File: config.mk
export PLATFORM = sky130hd
export DESIGN_NAME = ldpc_enc_top
export DESIGN_NICKNAME = d
export VERILOG_FILES = /design/src/hw/ldpc_enc_pkg.sv /design/src/hw/ldpc_enc_top.sv /design/src/hw/ldpc_enc_out.sv /design/src/hw/ldpc_enc_acu.sv /design/src/hw/ldpc_enc_ctrl.sv /design/src/hw/ldpc_enc_cnt.sv
export SDC_FILE = /design/constraint.sdc
export NUM_CORES = 1
export LEC_CHECK = 0
export BUFFER_PORTS_ARGS = -buffer_cell sky130_fd_sc_hd__buf_4
export CAP_MARGIN = 20
export CORE_ASPECT_RATIO = 1.25
export CORE_MARGIN = 2
export CORE_UTILIZATION = 30
export CTS_BUF_LIST = sky130_fd_sc_hd__clkbuf_16
export CTS_CLUSTER_SIZE = 40
export DETAILED_ROUTE_END_ITERATION = 12
export PLACE_DENSITY_LB_ADDON = 0.05
export SLEW_MARGIN = 20
export SYNTH_ARGS = -nofsm -noshare
export SYNTH_HDL_FRONTEND = slang
export SYNTH_SLANG_ARGS = --single-unit
File: constraint.sdc
create_clock -name iclk -period 4.35 [get_ports iclk]
set_input_delay 0.2175 -clock iclk [delete_from_list [all_inputs] [get_ports iclk]]
set_output_delay 0.2175 -clock iclk [all_outputs]
set_load 0.03 [all_outputs]
File: src/hw/ldpc_enc_pkg.sv
// ldpc encoder shared definitions
package ldpc_enc_pkg;

  //--------------------------------------------------------------------------
  // sizes and addresses
  //--------------------------------------------------------------------------

  // bits per word, one word holds one circulant
  localparam int c_zc        = 8;
  // information columns of the base matrix
  localparam int c_kb        = 4;
  // parity rows of the base matrix
  localparam int c_mb        = 4;
  // whole block in words
  localparam int c_nb        = c_kb + c_mb;

  localparam int c_raddr_w   = 2;
  localparam int c_waddr_w   = 3;
  localparam int c_tag_w     = 4;

  // rotation of the previous parity word in the chain
  localparam int c_psi_shift = 1;

  //--------------------------------------------------------------------------
  // base matrix
  //--------------------------------------------------------------------------

  // no connection marker
  localparam int c_hb_none   = -1;

  // shift (3*i + 5*j) mod 8
  // cleared where (i + j) mod 4 == 3
  localparam int c_hb_shift [c_mb][c_kb] = '{
    '{0,         5,         2,         c_hb_none},
    '{3,         0,         c_hb_none, 2        },
    '{6,         c_hb_none, 0,         5        },
    '{c_hb_none, 6,         3,         0        }
  };

  //--------------------------------------------------------------------------
  // types
  //--------------------------------------------------------------------------

  typedef logic [c_zc-1:0]         word_t;
  typedef logic [$clog2(c_nb)-1:0] col_t;
  typedef logic [c_tag_w-1:0]      tag_t;

  // ctrl to acu strobes
  typedef struct packed {
    logic clear;
    logic info_val;
    col_t col;
    logic par_val;
  } acu_ctl_t;

  // acu to output port
  typedef struct packed {
    logic  val;
    logic  sof;
    logic  eof;
    word_t dat;
  } wr_t;

endpackage
File: src/hw/ldpc_enc_top.sv
// ldpc encoder engine top
`timescale 1ns/1ns

module ldpc_enc_top (
  input  logic                               iclk,
  input  logic                               ireset,
  // input buffer side
  input  logic                               irbuf_full,
  input  ldpc_enc_pkg::word_t                irdat,
  input  ldpc_enc_pkg::tag_t                 irtag,
  output logic                               orempty,
  output logic [ldpc_enc_pkg::c_raddr_w-1:0] oraddr,
  // output buffer side
  input  logic                               iwbuf_empty,
  output logic                               owrite,
  output logic                               owfull,
  output logic [ldpc_enc_pkg::c_waddr_w-1:0] owaddr,
  output ldpc_enc_pkg::word_t                owdat,
  output ldpc_enc_pkg::tag_t                 owtag
);

  import ldpc_enc_pkg::*;

  logic     cnt_clear;
  logic     cnt_enable;
  col_t     idx;
  logic     last;
  acu_ctl_t acu_ctl;
  wr_t      wr;

  //--------------------------------------------------------------------------
  // word counter
  //--------------------------------------------------------------------------

  ldpc_enc_cnt u_cnt (
    .iclk   (iclk),
    .ireset (ireset),
    .clear  (cnt_clear),
    .enable (cnt_enable),
    .idx    (idx),
    .last   (last)
  );

  //--------------------------------------------------------------------------
  // sequencer
  //--------------------------------------------------------------------------

  ldpc_enc_ctrl u_ctrl (
    .iclk        (iclk),
    .ireset      (ireset),
    .irbuf_full  (irbuf_full),
    .iwbuf_empty (iwbuf_empty),
    .idx         (idx),
    .last        (last),
    .cnt_clear   (cnt_clear),
    .cnt_enable  (cnt_enable),
    .oraddr      (oraddr),
    .orempty     (orempty),
    .acu_ctl     (acu_ctl)
  );

  //--------------------------------------------------------------------------
  // A*u' and parity chain
  //--------------------------------------------------------------------------

  // read data taken straight from the input buffer
  ldpc_enc_acu u_acu (
    .iclk   (iclk),
    .ireset (ireset),
    .ctl    (acu_ctl),
    .irdat  (irdat),
    .wr     (wr)
  );

  //--------------------------------------------------------------------------
  // output port
  //--------------------------------------------------------------------------

  ldpc_enc_out u_out (
    .iclk   (iclk),
    .ireset (ireset),
    .wr     (wr),
    .irtag  (irtag),
    .owrite (owrite),
    .owfull (owfull),
    .owaddr (owaddr),
    .owdat  (owdat),
    .owtag  (owtag)
  );

endmodule

File: src/hw/ldpc_enc_out.sv
// ldpc encoder output write port
`timescale 1ns/1ns

module ldpc_enc_out (
  input  logic                               iclk,
  input  logic                               ireset,
  input  ldpc_enc_pkg::wr_t                  wr,
  input  ldpc_enc_pkg::tag_t                 irtag,
  output logic                               owrite,
  output logic                               owfull,
  output logic [ldpc_enc_pkg::c_waddr_w-1:0] owaddr,
  output ldpc_enc_pkg::word_t                owdat,
  output ldpc_enc_pkg::tag_t                 owtag
);

  import ldpc_enc_pkg::*;

  //--------------------------------------------------------------------------
  // strobes and address
  //--------------------------------------------------------------------------

  always_ff @(posedge iclk or posedge ireset) begin
    if (ireset) begin
      owrite <= 1'b0;
      owfull <= 1'b0;
      owaddr <= '0;
    end
    else begin
      owrite <= wr.val;
      // block done with its last parity word
      owfull <= wr.val & wr.eof;
      // restart at the first info word
      if (wr.val & wr.sof) begin
        owaddr <= '0;
      end
      else if (wr.val) begin
        owaddr <= owaddr + 1'b1;
      end
    end
  end

  //--------------------------------------------------------------------------
  // data and tag
  //--------------------------------------------------------------------------

  always_ff @(posedge iclk) begin
    if (wr.val) begin
      owdat <= wr.dat;
    end
    // input tag still valid at the first word
    if (wr.val & wr.sof) begin
      owtag <= irtag;
    end
  end

  // full only with the write of the last block word
  a_full_last : assert property (
    @(posedge iclk) disable iff (ireset)
    owfull |-> owrite && (owaddr == c_waddr_w'(c_nb - 1))
  );

endmodule

File: src/hw/ldpc_enc_acu.sv
// ldpc encoder accumulators and parity chain
`timescale 1ns/1ns

module ldpc_enc_acu (
  input  logic                   iclk,
  input  logic                   ireset,
  input  ldpc_enc_pkg::acu_ctl_t ctl,
  input  ldpc_enc_pkg::word_t    irdat,
  output ldpc_enc_pkg::wr_t      wr
);

  import ldpc_enc_pkg::*;

  // left cyclic shift of one circulant
  function automatic word_t rotl(input word_t w, input int s);
    logic [2*c_zc-1:0] dbl;
    dbl = {w, w} >> (c_zc - s);
    return dbl[c_zc-1:0];
  endfunction

  // column in info phase, row in parity phase
  logic [$clog2(c_kb)-1:0] sel;

  word_t acc [c_mb];
  word_t par_prev;
  word_t par_fb;
  word_t par_dat;
  logic  par_busy;
  logic  par_last;

  assign sel      = ctl.col[$clog2(c_kb)-1:0];
  assign par_last = ctl.par_val & (ctl.col == col_t'(c_mb - 1));

  //--------------------------------------------------------------------------
  // A*u' row accumulators
  //--------------------------------------------------------------------------

  always_ff @(posedge iclk) begin
    if (ctl.clear) begin
      for (int i = 0; i < c_mb; i++) begin
        acc[i] <= '0;
      end
    end
    else if (ctl.info_val) begin
      // every connected row folds in the rotated word
      for (int i = 0; i < c_mb; i++) begin
        if (c_hb_shift[i][sel] != c_hb_none) begin
          acc[i] <= acc[i] ^ rotl(irdat, c_hb_shift[i][sel]);
        end
      end
    end
  end

  //--------------------------------------------------------------------------
  // dual diagonal parity chain
  //--------------------------------------------------------------------------

  // high after row 0 until the last row is out
  always_ff @(posedge iclk or posedge ireset) begin
    if (ireset) begin
      par_busy <= 1'b0;
    end
    else if (ctl.par_val) begin
      par_busy <= ~par_last;
    end
  end

  // row 0 has no previous parity
  assign par_fb  = par_busy ? rotl(par_prev, c_psi_shift) : '0;
  assign par_dat = par_fb ^ acc[sel];

  always_ff @(posedge iclk) begin
    if (ctl.par_val) begin
      par_prev <= par_dat;
    end
  end

  //--------------------------------------------------------------------------
  // write stream
  //--------------------------------------------------------------------------

  // info words go out unchanged
  always_comb begin
    wr.val = ctl.info_val | ctl.par_val;
    wr.sof = ctl.info_val & (ctl.col == '0);
    wr.eof = par_last;
    wr.dat = ctl.par_val ? par_dat : irdat;
  end

  // parity rows run back to back with no info word mixed in
  a_par_clean : assert property (
    @(posedge iclk) disable iff (ireset)
    par_busy |-> ctl.par_val && !ctl.info_val
  );

endmodule

File: src/hw/ldpc_enc_ctrl.sv
// ldpc encoder block sequencer
`timescale 1ns/1ns

module ldpc_enc_ctrl (
  input  logic                               iclk,
  input  logic                               ireset,
  input  logic                               irbuf_full,
  input  logic                               iwbuf_empty,
  input  ldpc_enc_pkg::col_t                 idx,
  input  logic                               last,
  output logic                               cnt_clear,
  output logic                               cnt_enable,
  output logic [ldpc_enc_pkg::c_raddr_w-1:0] oraddr,
  output logic                               orempty,
  output ldpc_enc_pkg::acu_ctl_t             acu_ctl
);

  import ldpc_enc_pkg::*;

  typedef enum logic [1:0] {st_idle, st_read, st_drain, st_parity} state_t;

  state_t state;
  state_t state_nxt;
  logic   start;
  logic   par_phase;
  // read strobe aligned to buffer latency
  logic   info_d;
  col_t   col_d;

  //--------------------------------------------------------------------------
  // fsm
  //--------------------------------------------------------------------------

  // both buffers ready while idle
  assign start = (state == st_idle) & irbuf_full & iwbuf_empty;

  always_comb begin
    state_nxt = state;
    case (state)
      st_idle   : if (start) state_nxt = st_read;
      st_read   : if (last)  state_nxt = st_drain;
      // last word still in flight from the buffer
      st_drain  : state_nxt = st_parity;
      st_parity : if (last)  state_nxt = st_idle;
      default   : state_nxt = st_idle;
    endcase
  end

  always_ff @(posedge iclk or posedge ireset) begin
    if (ireset) begin
      state   <= st_idle;
      info_d  <= 1'b0;
      col_d   <= '0;
      orempty <= 1'b0;
    end
    else begin
      state   <= state_nxt;
      info_d  <= (state == st_read);
      col_d   <= idx;
      // release input buffer once all words are in
      orempty <= (state == st_drain);
    end
  end

  // counter held at zero while idle and between phases
  assign cnt_clear  = (state == st_idle) |
                      (((state == st_read) | (state == st_parity)) & last);
  assign cnt_enable = (state == st_read) | (state == st_parity);

  assign oraddr     = idx[c_raddr_w-1:0];

  //--------------------------------------------------------------------------
  // acu strobes
  //--------------------------------------------------------------------------

  assign par_phase = (state == st_parity);

  always_comb begin
    acu_ctl.clear    = start;
    acu_ctl.info_val = info_d;
    acu_ctl.par_val  = par_phase;
    // row index in parity, delayed column in info
    acu_ctl.col      = par_phase ? idx : col_d;
  end

  // input buffer holds its block until released
  a_rbuf_held : assert property (
    @(posedge iclk) disable iff (ireset)
    (state == st_read) || (state == st_drain) |-> irbuf_full
  );

endmodule

File: src/hw/ldpc_enc_cnt.sv
// ldpc encoder word counter
`timescale 1ns/1ns

module ldpc_enc_cnt (
  input  logic               iclk,
  input  logic               ireset,
  input  logic               clear,
  input  logic               enable,
  output ldpc_enc_pkg::col_t idx,
  output logic               last
);

  import ldpc_enc_pkg::*;

  //--------------------------------------------------------------------------
  // word index
  //--------------------------------------------------------------------------

  // shared by read and parity phases
  // clear wins over enable
  always_ff @(posedge iclk or posedge ireset) begin
    if (ireset) begin
      idx <= '0;
    end
    else if (clear) begin
      idx <= '0;
    end
    else if (enable) begin
      idx <= idx + 1'b1;
    end
  end

  // last word of a phase
  // both phases are four words long
  assign last = (idx == col_t'(c_kb - 1));

  //--------------------------------------------------------------------------
  // checks
  //--------------------------------------------------------------------------

  // ctrl must clear before the index would wrap
  a_no_wrap : assert property (
    @(posedge iclk) disable iff (ireset)
    enable && !clear |-> idx != col_t'(c_nb - 1)
  );

endmodule

==> flow_summary.yaml <==
outcome:
  status: "complete, no violations"
timing:
  skew_ns: 0.00569
  slew_headroom: 0.592
  worst_pin_slew_ns: 0.596
  rsz0062_at_grt: "no"
  fmaxAchievable_mhz: 297
  fin_crit_ns: 3.36
  final_max_slew_viol_count: 0
  setup_viol_count_final: 0
  hold_violations: 0
  setup_tns_ns: 0
  period_share: 0.774
placement:
  place_inst: 642
  gp_congestion: 0.753
  dp_hpwl_um: 9660
  io_buffers: 35
clocking:
  clk-insertion-delay-late_ns: 0.35
  cts_tree: "done"
  htreeDepth: 3
  numCtsBuffers: 9
  clock-sinks: 68
  clk_pin_slew_worst_paths_ns: 0.06
  cts_root_buf: "clkbuf_16"
  clock_path_buffers: 2
final_layout:
  antennaDiodeCount: 0
  area_growth_pct: 16.0
  fin_cells: 659
  drive_gt1_frac: 0.224
  fin_nets: 474
synthesis:
  synth_area_leader_cell: "edfxtp_1"
  yosys-top-cells-count: "edfxtp_1 (52), mux2i_1 (44), nor2_1 (36)"
  ys_types: 50
  synth-edff-count: 52
  yosysMostFrequentCell: "edfxtp_1"
  synth.area.top_cells: "edfxtp_1 (33%), mux4_2 (12%), mux2i_1 (9.2%)"
  yosys_register_bits: 68
  synth_ff_type: "edfxtp_1"
  async_reset_ff_frac: 0.235
  syn_area_um2: 4760
  synth_top_area_share: 0.328
  seq_area_frac_synth: 0.412
  synthesis.nets: 450
  avgSynthCellArea_um2: 11.4
  syn_inst: 418
  yosysWarningCount: 0
global_route:
  grt_max_degree: 33
  antenna_found_initial: 0
  grt_pass1_vias: 3538
  grt-ovfl-total: 0
  grt_use_total: 0.171
  grt_pass1_wl_um: 21000
worst_hold_path:
  hp-class: "input pin to flip-flop"
setup_path:
  cp_data_required_time_ns: 4.44
  crit_fanout: 32
  crit_family: "simple AND/OR/NAND/NOR gates"
  crit_path_end_kind: "flip-flop"
  worst-endpoint-arrival_ns: 3.45
  critPathMaxStageDelay_ns: 0.51
  critical_path_class: "flip-flop to flip-flop"
  path_buf_inv: 2
  path_cells: "ha_1 -> mux2_4 -> inv_6 -> buf_4 -> ha_1 -> nand2b_1 -> nand2b_1 -> nor3_1 -> a221oi_1 -> o21ai_1"
  cp_slowest_cell: "mux2_4"
  critPathLaunchType: "flip-flop"
route:
  post-route-drc-count: 0
  vias: 3370
  wl_per_cell_um: 20.4
  detail_route.vias_per_cell: 5.11
  drt_iter0_drc: 186
  routed_wl_um: 13400
  dr.pass1.iters: 4
  drtAntennaViolNets: 0
die:
  core_area_um2: 15600
  die_h_um: 145
  initial_utilization: 0.306
  ios: 36
  rows: 51
  fp.dieW_um: 117
  die-area_um2: 16900
run:
  drv_cap: 0
==> cell families after synthesis <==
family / synth area share
fa+ha+maj: 0.0420
flops: 0.412
buf+inv: 0.0483
mux: 0.242
simple gates: 0.107
compound gates: 0.0872
xor+xnor: 0.0607
==> through the flow <==
step / utilization / cell area [µm²] / setup WS [ns] / hold slack [ns]
floorplan: - / 4760 / 0.813 / 0.131
global placement: 0.333 / 5190 / 1.01 / 0.334
detailed placement: 0.333 / 5190 / 0.967 / 0.340
CTS: 0.355 / 5520 / 0.954 / 0.0332
global route: 0.355 / 5520 / 0.667 / 0.0385
finish: 0.355 / 5520 / 0.985 / 0.0455
==> worst paths after layout <==
kind                       cells after the start       startpoint               to  slack, ns
setup / recovery                              10  u_ctrl.state[1]  u_acu.acc[3][2]       0.99
hold / removal                                 1         irtag[0]   u_out.owtag[0]       0.05
setup reg to reg                              10  u_ctrl.state[1]  u_acu.acc[3][2]       0.99
hold reg to reg                                0     u_cnt.idx[2]  u_ctrl.col_d[2]       0.43
max in group asynchronous                      3           ireset    u_ctrl.info_d       3.43
min in group asynchronous                      3           ireset     u_cnt.idx[1]       0.52
==> sequential cells by signal (all words and copies together), names as in the netlist <==
name	count
u_acu.acc	32
u_acu.par_prev	8
u_out.owdat	8
u_out.owtag	4
u_cnt.idx	3
u_ctrl.col_d	3
u_out.owaddr	3
u_ctrl.state	2
u_acu.par_busy	1
u_ctrl.info_d	1
u_ctrl.orempty	1
u_out.owfull	1
u_out.owrite	1
==> repair_timing <==
item / in CTS / in global routing
hold buffers: 1 / 0
setup buffers: 0 / 0
endpoints found under the hold margin: 16 / 0
resized for setup: 0 / 0
==> cell type report <==
| type | instances | area, µm² |
|---|---|---|
| clock buffer | 12 | 300 |
| clock inverter | 4 | 25.0 |
| fill | 1594 | 10000 |
| sequential | 68 | 1960 |
| timing repair buffer | 45 | 340 |
| tap | 212 | 265 |
| multi-input combinational | 304 | 2570 |
| inverter | 14 | 57.6 |
==> layer usage <==
layer	global-route usage	vias to the layer above	wire length [µm]
met3	0.0242	23	333
met4	0.0799	0	346
met5	0	-	0
met2	0.281	45	6630
met1	0.223	1695	6140
li1	-	1607	-
==> layout by cell type (no fill, tap or decap), drive strengths merged, types with 13 or more instances in the layout <==
cell	netlist	final
edfxtp	52	52
buf	17	44
o21ai	15	15
ha	16	16
mux2i	44	44
mux4	25	25
xor2	22	22
nand2	31	31
mux2	13	13
inv	14	17
nor3	17	17
nor2	36	36
dfrtp	16	16
==> worst register-to-register path, cell delays in order (launching register included) <==
cell and delay, ns:
dfrtp_1 0.41, ha_1 0.30, mux2_4 0.51, inv_6 0.11, buf_4 0.46, ha_1 0.28, nand2b_1 0.17, nand2b_1 0.36
nor3_1 0.08, a221oi_1 0.31, o21ai_1 0.11
Power is left out: the tool's default activity adds up to more than one toggle a clock period on the data nets, which glitch-free logic cannot reach.
